===== config.mk =====
export PLATFORM = sky130hd
export DESIGN_NAME = kugelblitz_regfile
export DESIGN_NICKNAME = d
export VERILOG_FILES = /design/src/common/kg_regfile_pkg.sv /design/src/common/regfile_if.sv /design/src/logic/addr_capture.sv /design/src/logic/axil_ctrl.sv /design/src/logic/kugelblitz_regfile.sv /design/src/reg_bank/reg_bank.sv
export SDC_FILE = /design/constraint.sdc
export NUM_CORES = 2
export LEC_CHECK = 0
export BUFFER_PORTS_ARGS = -buffer_cell sky130_fd_sc_hd__buf_2
export CORE_UTILIZATION = 68
export CTS_BUF_LIST = sky130_fd_sc_hd__clkbuf_4
export DETAILED_ROUTE_END_ITERATION = 12
export GPL_ROUTABILITY_DRIVEN = 0
export PLACE_DENSITY = 0.87
export SKIP_LAST_GASP = 1
export SYNTH_ARGS = -nofsm -noshare
export SYNTH_HDL_FRONTEND = slang
export SYNTH_SLANG_ARGS = --single-unit

===== constraint.sdc =====
create_clock -name clk -period 5.3 [get_ports clk]
set_input_delay 0.53 -clock clk [delete_from_list [all_inputs] [get_ports clk]]
set_output_delay 0.53 -clock clk [all_outputs]
set_load 0.05 [all_outputs]

===== src/common/kg_regfile_pkg.sv =====
// Shared definitions for the AXI4-Lite register file
// Bus widths, register count, response code, data types, FSM state enums

package kg_regfile_pkg;

    // ------------------------------------------------------------
    // Bus and register geometry
    // ------------------------------------------------------------

    localparam int DATA_WIDTH = 32;
    localparam int ADDR_WIDTH = 16;
    localparam int STRB_WIDTH = DATA_WIDTH / 8;

    // Byte offset bits inside one 32-bit word
    localparam int ADDR_LSB = 2;

    localparam int REG_COUNT = 32;
    localparam int INDEX_WIDTH = $clog2(REG_COUNT);

    // Only OKAY is ever returned on B and R
    localparam logic [1:0] RESP_OKAY = 2'b00;

    // ------------------------------------------------------------
    // Data types
    // ------------------------------------------------------------

    typedef logic [DATA_WIDTH-1:0] data_t;
    typedef logic [ADDR_WIDTH-1:0] addr_t;
    typedef logic [STRB_WIDTH-1:0] strb_t;
    typedef logic [INDEX_WIDTH-1:0] index_t;

    // Write channel FSM
    typedef enum logic [1:0] {
        WR_IDLE,
        WR_ACCEPT,
        WR_RESP
    } wr_state_e;

    // Read channel FSM
    typedef enum logic [1:0] {
        RD_IDLE,
        RD_ACCEPT,
        RD_DATA
    } rd_state_e;

endpackage


===== src/common/regfile_if.sv =====
// Internal register-access interface
// Carries capture strobes, enables, word indices and write payload

`timescale 1ns/1ps

interface regfile_if;
    import kg_regfile_pkg::*;

    // Write side
    logic aw_capture;
    logic ar_capture;
    logic wr_en;
    index_t wr_index;
    data_t wr_data;
    strb_t wr_strb;

    // Read side
    logic rd_en;
    index_t rd_index;

    // Handshake controller drives the one-cycle strobes
    modport ctrl (
        output aw_capture,
        output ar_capture,
        output wr_en,
        output rd_en
    );

    // Address capture turns the strobes into latched word indices
    modport addr (
        input  aw_capture,
        input  ar_capture,
        output wr_index,
        output rd_index
    );

    // Register bank only listens
    modport bank (
        input aw_capture, ar_capture, wr_en, wr_index, wr_data, wr_strb,
        input rd_en, rd_index
    );

endinterface


===== src/logic/addr_capture.sv =====
// Write and read address capture
// Latches the word index of AW and AR addresses on their capture strobes

`timescale 1ns/1ps

module addr_capture (
    input  logic clk,
    input  logic rst,

    input  kg_regfile_pkg::addr_t awaddr,
    input  kg_regfile_pkg::addr_t araddr,

    regfile_if.addr bus
);
    import kg_regfile_pkg::*;

    index_t wr_index_q;
    index_t rd_index_q;

    // Bits above the index are dropped, so the map repeats every 128 bytes
    always_ff @(posedge clk)
    begin
        if (rst)
        begin
            wr_index_q <= '0;
        end
        else if (bus.aw_capture)
        begin
            wr_index_q <= awaddr[ADDR_LSB +: INDEX_WIDTH];
        end
    end

    always_ff @(posedge clk)
    begin
        if (rst)
        begin
            rd_index_q <= '0;
        end
        else if (bus.ar_capture)
        begin
            rd_index_q <= araddr[ADDR_LSB +: INDEX_WIDTH];
        end
    end

    assign bus.wr_index = wr_index_q;
    assign bus.rd_index = rd_index_q;

endmodule


===== src/logic/axil_ctrl.sv =====
// AXI4-Lite handshake controller
// Write FSM (AW+W together, then B) and read FSM (AR, then R)
// Produces ready/valid outputs plus capture and enable strobes

`timescale 1ns/1ps

module axil_ctrl (
    input  logic clk,
    input  logic rst,

    input  logic awvalid,
    input  logic wvalid,
    input  logic bready,
    input  logic arvalid,
    input  logic rready,

    output logic awready,
    output logic wready,
    output logic bvalid,
    output logic arready,
    output logic rvalid,

    regfile_if.ctrl bus
);
    import kg_regfile_pkg::*;

    wr_state_e wr_state;
    wr_state_e wr_state_next;
    rd_state_e rd_state;
    rd_state_e rd_state_next;

    // ------------------------------------------------------------
    // Write channel
    // ------------------------------------------------------------

    always_comb
    begin
        wr_state_next = wr_state;
        case (wr_state)
            WR_IDLE:
            begin
                // Address and data must both be present
                if (awvalid && wvalid)
                begin
                    wr_state_next = WR_ACCEPT;
                end
            end
            WR_ACCEPT:
            begin
                wr_state_next = WR_RESP;
            end
            WR_RESP:
            begin
                if (bready)
                begin
                    wr_state_next = WR_IDLE;
                end
            end
            default:
            begin
                wr_state_next = WR_IDLE;
            end
        endcase
    end

    always_ff @(posedge clk)
    begin
        if (rst)
        begin
            wr_state <= WR_IDLE;
        end
        else
        begin
            wr_state <= wr_state_next;
        end
    end

    assign bus.aw_capture = (wr_state == WR_IDLE) && awvalid && wvalid;
    assign awready = (wr_state == WR_ACCEPT);
    assign wready = (wr_state == WR_ACCEPT);
    // Register update happens on the AW/W handshake edge
    assign bus.wr_en = (wr_state == WR_ACCEPT) && awvalid && wvalid;
    assign bvalid = (wr_state == WR_RESP);

    // ------------------------------------------------------------
    // Read channel
    // ------------------------------------------------------------

    always_comb
    begin
        rd_state_next = rd_state;
        case (rd_state)
            RD_IDLE:
            begin
                if (arvalid)
                begin
                    rd_state_next = RD_ACCEPT;
                end
            end
            RD_ACCEPT:
            begin
                rd_state_next = RD_DATA;
            end
            RD_DATA:
            begin
                // No new address is taken while data is pending
                if (rready)
                begin
                    rd_state_next = RD_IDLE;
                end
            end
            default:
            begin
                rd_state_next = RD_IDLE;
            end
        endcase
    end

    always_ff @(posedge clk)
    begin
        if (rst)
        begin
            rd_state <= RD_IDLE;
        end
        else
        begin
            rd_state <= rd_state_next;
        end
    end

    assign bus.ar_capture = (rd_state == RD_IDLE) && arvalid;
    assign arready = (rd_state == RD_ACCEPT);
    assign bus.rd_en = (rd_state == RD_ACCEPT);
    assign rvalid = (rd_state == RD_DATA);

    // ------------------------------------------------------------
    // Protocol checks
    // ------------------------------------------------------------

    a_bvalid_hold: assert property (@(posedge clk) disable iff (rst)
        bvalid && !bready |=> bvalid)
        else $error("bvalid dropped before bready");

    // Every accept cycle writes, since the master holds AW and W valid until ready
    a_wr_en_in_accept: assert property (@(posedge clk) disable iff (rst)
        bus.wr_en == (wr_state == WR_ACCEPT))
        else $error("wr_en and WR_ACCEPT disagree");

    a_no_ar_during_r: assert property (@(posedge clk) disable iff (rst)
        !(rvalid && arready))
        else $error("arready raised while read data pending");

endmodule


===== src/logic/kugelblitz_regfile.sv =====
// AXI4-Lite slave register file, top level
// Plain AXI4-Lite ports and the four exported register words
// Wires the handshake controller, address capture and register bank

`timescale 1ns/1ps

module kugelblitz_regfile (
    input  logic clk,
    input  logic rst,

    // Write address and data
    input  kg_regfile_pkg::addr_t s_axil_awaddr,
    input  logic s_axil_awvalid,
    output logic s_axil_awready,
    input  kg_regfile_pkg::data_t s_axil_wdata,
    input  kg_regfile_pkg::strb_t s_axil_wstrb,
    input  logic s_axil_wvalid,
    output logic s_axil_wready,

    // Write response
    output logic [1:0] s_axil_bresp,
    output logic s_axil_bvalid,
    input  logic s_axil_bready,

    // Read address and data
    input  kg_regfile_pkg::addr_t s_axil_araddr,
    input  logic s_axil_arvalid,
    output logic s_axil_arready,
    output kg_regfile_pkg::data_t s_axil_rdata,
    output logic [1:0] s_axil_rresp,
    output logic s_axil_rvalid,
    input  logic s_axil_rready,

    // Registers 0 to 3
    output kg_regfile_pkg::data_t kg_address_valid,
    output kg_regfile_pkg::data_t kg_address,
    output kg_regfile_pkg::data_t kg_data_valid,
    output kg_regfile_pkg::data_t kg_data
);
    import kg_regfile_pkg::*;

    data_t export_words [4];

    regfile_if bus ();

    // Write payload goes straight to the bank
    assign bus.wr_data = s_axil_wdata;
    assign bus.wr_strb = s_axil_wstrb;

    axil_ctrl ctrl_i (
        .clk     (clk),
        .rst     (rst),
        .awvalid (s_axil_awvalid),
        .wvalid  (s_axil_wvalid),
        .bready  (s_axil_bready),
        .arvalid (s_axil_arvalid),
        .rready  (s_axil_rready),
        .awready (s_axil_awready),
        .wready  (s_axil_wready),
        .bvalid  (s_axil_bvalid),
        .arready (s_axil_arready),
        .rvalid  (s_axil_rvalid),
        .bus     (bus.ctrl)
    );

    addr_capture addr_capture_i (
        .clk    (clk),
        .rst    (rst),
        .awaddr (s_axil_awaddr),
        .araddr (s_axil_araddr),
        .bus    (bus.addr)
    );

    reg_bank reg_bank_i (
        .clk          (clk),
        .rst          (rst),
        .bus          (bus.bank),
        .rdata        (s_axil_rdata),
        .export_words (export_words)
    );

    // No error responses exist
    assign s_axil_bresp = RESP_OKAY;
    assign s_axil_rresp = RESP_OKAY;

    assign kg_address_valid = export_words[0];
    assign kg_address = export_words[1];
    assign kg_data_valid = export_words[2];
    assign kg_data = export_words[3];

endmodule


===== src/reg_bank/reg_bank.sv =====
// Register bank of 32 words
// Byte-strobed write port, registered read port, export of words 0 to 3

`timescale 1ns/1ps

module reg_bank (
    input  logic clk,
    input  logic rst,

    regfile_if.bank bus,

    output kg_regfile_pkg::data_t rdata,
    output kg_regfile_pkg::data_t export_words [4]
);
    import kg_regfile_pkg::*;

    data_t regs [REG_COUNT];
    data_t rd_word;

    // ------------------------------------------------------------
    // Write port
    // ------------------------------------------------------------

    always_ff @(posedge clk)
    begin
        if (rst)
        begin
            for (int i = 0; i < REG_COUNT; i++)
            begin
                regs[i] <= '0;
            end
        end
        else if (bus.wr_en)
        begin
            // Only the strobed byte lanes change
            for (int b = 0; b < STRB_WIDTH; b++)
            begin
                if (bus.wr_strb[b])
                begin
                    regs[bus.wr_index][8*b +: 8] <= bus.wr_data[8*b +: 8];
                end
            end
        end
    end

    // ------------------------------------------------------------
    // Read port
    // ------------------------------------------------------------

    assign rd_word = regs[bus.rd_index];

    // Loaded once per read, held until the next one
    always_ff @(posedge clk)
    begin
        if (rst)
        begin
            rdata <= '0;
        end
        else if (bus.rd_en)
        begin
            rdata <= rd_word;
        end
    end

    // ------------------------------------------------------------
    // Exported words
    // ------------------------------------------------------------

    for (genvar i = 0; i < 4; i++)
    begin : g_export
        assign export_words[i] = regs[i];
    end

    // A write with no lanes set points at a broken master
    a_wr_strb_nonzero: assert property (@(posedge clk) disable iff (rst)
        bus.wr_en |-> bus.wr_strb != '0)
        else $warning("register write with all strobes low");

endmodule

Yosys cells after proc, flatten, opt, wreduce, memory -nomap -nowiden --
Memories as Yosys holds them, arrays and structs flattened. A register that Yosys moved wholly into a read port is not among the register bits. Cells that the tools add are included.
Storage, ports and cells: bits in latches 0, register bits 14, output and inout bits 169, RAM bits 1024, memories kept 1, logic and storage cells 51, ROM bits 0
Operators by class: multiply operators 0, muxes and demuxes 27, reductions and logical operators 11, eq/ne operators 8, bitwise operators 0, $add $sub $neg 0, $lt $le $gt $ge 0, divide/modulo/power cells 0, shift operators 0
Memory list:
- reg_bank_i.regs | words 32, bits a word 32, read ports 5, clocked after memory_dff 1, write ports 32, RTL line reg_bank.sv:17 | data_t regs [REG_COUNT];
Operators with widths (count):
- 2-to-1 mux 32 bit | 1
- OR reduction 32 bit | 1
- 2-to-1 mux 1 bit | 18
- case mux 2 bit (3 select lines) | 2
- 2-to-1 mux 2 bit | 4
- logical AND 1 bit | 6
- inequality test 2 x 1 -> 1 bit (second input constant) | 3
- 2-to-1 mux 5 bit | 1
- == test 2 x 1 -> 1 bit (second input constant) | 2
- == test 2 bit (second input constant) | 2
- logical NOT 2 bit | 2
- 2-to-1 mux 4 bit | 1
- AND reduction 2 bit | 2
- inequality test 2 bit (second input constant) | 1

Longest topological paths before layout --
depth in word-level cells 8, mapped depth 8, mapped depth without buffers 5

Modules after synthesis --
From an unflattened synthesis, not the netlist that was laid out.
Unflattened totals: cell total of the unflattened synthesis 3707, area, all modules 49507.5 um2
Modules (own cells, without submodules):
- reg_bank | area each 48909.4 um2, instances 1, cells each 3648
- addr_capture | area each 365.4 um2, instances 1, cells each 33
- axil_ctrl | area each 198.9 um2, instances 1, cells each 21
- kugelblitz_regfile | area each 33.8 um2, instances 1, cells each 5

Least setup slack after synthesis --
Ideal clock, no wire load.
path kind input port to flip-flop, start point input s_axil_wvalid, end point memory reg_bank_i.regs[18][0] (netlist bit), enable pin, arrival time 1.783 ns, slack 3.188 ns, stages 6, path through nand2_1 -> nor3_1 -> nand2_1 -> clkbuf_1 -> nor2_1 -> or2_1
RTL lines:
- start: declaration | RTL line kugelblitz_regfile.sv:17 | input logic s_axil_wvalid,
- end: declaration | RTL line reg_bank.sv:17

==> reports/qor.yml <==
grt:
  grt_antenna_before_repair: 3
  grt_overflow_total: 0
  track_usage: 0.338
  grt_max_degree: 114
  grt_pass1_wl_um: 185000
  grt_pass1_vias: 31600
cts:
  cts_buffer_depth: 4
  clockRootBuffer: "clkbuf_4"
  clk-insertion-delay-late_ns: 1.12
  h-tree-depth: 5
  numCtsBuffers: 279
  path_clk_slew_ns: 0.06
  cts_tree: "built"
  post_cts_buffers: 0
  cts_sinks: 1070
critical_path:
  crit_path_end: "reg_bank_i.rdata[23]"
  cp_data_required_time_ns: 6.27
  crit_fanout: 41
  critPathCaptureType: "flip-flop"
  rr_worst_depth: 7
  r2r-start: "addr_capture_i.bus.rd_index[0]"
  worst_ep_arrival_time_ns: 4.22
  cp-startpoint: "addr_capture_i.bus.rd_index[0]"
  crit_path_start_kind: "flip-flop"
  timing.rr.end: "reg_bank_i.rdata[23]"
  r2r_setup_slack_ns: 2.05
  crit_type: "flip-flop to flip-flop"
power:
  peakVddDrop_mv: 0.243
  power_mw: 18.2
  p_sw_frac: 0.249
  comb_power_share: 0.090
  p_seq_frac: 0.529
  powerDensity_nw_per_um2: 335
  leakage_nw: 20.0
  pwr-share-clk: 0.381
  internal_power_mw: 13.7
  power.switching_mw: 4.54
yosys:
  syn_inst: 3707
  yosysTopAreaCell: "edfxtp_1"
  synth_top_area_frac: 0.621
  ys_types: 28
  synth.area.top_cells: "edfxtp_1, and2_1, mux2i_1"
  ys_warn_count: 0
  syn-cell-area_sq_um: 49500
  postSynthAreaPerCell_sq_um: 13.4
  ys_ff_latch: 1070
  seq_area_frac_synth: 0.640
routing:
  wl_um: 125000
  drtPass1Iterations: 8
  drc: 0
  avgViaCountPerCell: 6.24
  avgRoutedWirePerCell_um: 24.4
  drtIter0Drc: 3582
  ant_nets: 0
  routed-via-count: 32000
floorplanning:
  rows: 98
  fp.dieH_um: 272
  coreArea_sq_um: 71700
  dieArea_sq_um: 73900
  io_pins: 244
  dieWidth_um: 272
  initial_core_util: 0.690
sta:
  tightest_slew_ns: 1.16
  slew_violations: 0
  setup_viol: 0
  relSlewSlack: 0.222
  fin_setup_tns_ns: 0
  rsz0062_at_grt: "no"
  period_share: 0.614
  final_hold_viol_count: 0
  finalCriticalPeriod_ns: 3.25
  fmax_mhz: 307
  finClkSkew_ns: 0.0809
placed_design:
  dp.final_hpwl_um: 75400
  io_buffers: 217
cells_and_area:
  final_common_cell: "and2_1"
  final_cell_mix: "and2_1, edfxtp_1, mux2i_1"
  drive_above_1_share: 0.161
  area_growth_pct: 10.1
  nets: 4070
  nFillCells: 4207
worst_hold_path:
  hold_path.class: "input port to flip-flop"
  holdPathStages: 2
outcome:
  status: "complete, no violations"
job:
  maxCapViolCount: 0
==> layer usage <==
metal  up-vias  GRT usage  wire length, um
li1      14100          -                -
met1     15400      0.439            45800
met2      2103      0.523            58200
met3       386     0.0902            14800
met4         2      0.180             6340
met5         -          0                7
==> power groups by stage <==
stage	clock, mW	combinational [mW]	sequential, mW
floorplan	0	0.935	9.97
global placement	0	1.55	9.81
detailed placement	0	1.58	9.83
CTS	6.98	1.61	9.65
global route	7.43	1.70	9.67
finish	6.95	1.64	9.65
==> stage by stage <==
stage	hold slack, ns	instances	setup WS [ns]	cell area, sq um	utilization
3_5_place_dp	0.455	4638	1.94	50800	0.709
3_3_place_gp	0.453	4638	2.04	50800	0.709
4_1_cts	0.00774	5127	2.04	54500	0.759
2_1_floorplan	0.429	3710	3.19	49500	-
5_1_grt	0.0844	5129	1.92	54500	0.759
6_report	0.113	5130	2.05	54500	0.759
==> synth_stat cells <==
master    instances
nor2b_1           8
and2_1         1026
and3b_1           2
conb_1            1
a211oi_2          1
or4_1            32
nor4_1            1
nor3_1            3
buf_1             9
nand2b_1          4
clkbuf_4          3
nand2_1          39
buf_2             1
buf_8             1
buf_6            22
a22oi_1         256
a211oi_1         31
a21oi_1         130
dfxtp_1          46
or2_1           129
edfxtp_1       1024
mux2i_1         522
and3_1            1
nor2_1          174
buf_4            38
clkbuf_1        197
nor3b_1           4
inv_1             2
==> repair_timing <==
action,in CTS,in global routing
hold buffers,26,0
endpoints found under the hold margin,14,0
setup endpoints to repair,0,0
gates resized for setup,0,0
==> critical path, cell delays in order (launching register included) <==
cell,delay (ns)
dfxtp_4,0.87
buf_4,0.47
buf_4,0.40
mux2i_1,0.17
a22oi_1,0.22
a21oi_1,0.11
or4_1,0.60
a211oi_1,0.24
==> sequential cells by signal, summed over array words and instances (netlist names) <==
signal / flops
reg_bank_i.regs: 1024
addr_capture_i.bus.wr_index: 5
ctrl_i.wr_state: 2
ctrl_i.rd_state: 2
addr_capture_i.bus.rd_index: 5
reg_bank_i.rdata: 32
==> worst min-delay path by stage <==
stage,from,slack [ns],to
2_1_floorplan,ctrl_i.wr_state[1],0.43,ctrl_i.wr_state[0]
3_3_place_gp,ctrl_i.wr_state[1],0.45,ctrl_i.wr_state[0]
4_1_cts,s_axil_wdata[7],0.008,reg_bank_i.regs[6][7]
3_5_place_dp,ctrl_i.wr_state[1],0.46,ctrl_i.wr_state[0]
5_1_grt,s_axil_wdata[7],0.08,reg_bank_i.regs[5][7]
6_report,s_axil_wdata[0],0.11,reg_bank_i.regs[7][0]
==> logic make-up after synthesis <==
logic type | count (synthesis) | synth area share
AOI/OAI and AO/OA | 418 | 0.0569
buffers and inverters | 273 | 0.0274
DFF | 1070 | 0.640
muxes | 522 | 0.106
other | 1 | 0.0000758
and+or+nand+nor | 1423 | 0.170
==> area by class of cell <==
class / instances / area [sq um] / area share
Inverter: 2 / 7.51 / 0.000138
Clock buffer: 401 / 3010 / 0.0553
Multi-Input combinational cell: 2367 / 16500 / 0.303
Timing Repair Buffer: 275 / 1710 / 0.0313
Sequential cell: 1070 / 31700 / 0.581
Tap cell: 950 / 1190 / 0.0218
Clock inverter: 62 / 369 / 0.00678
Antenna cell: 3 / 7.51 / 0.000138
Note: power is estimated with default switching activity, not from simulation.
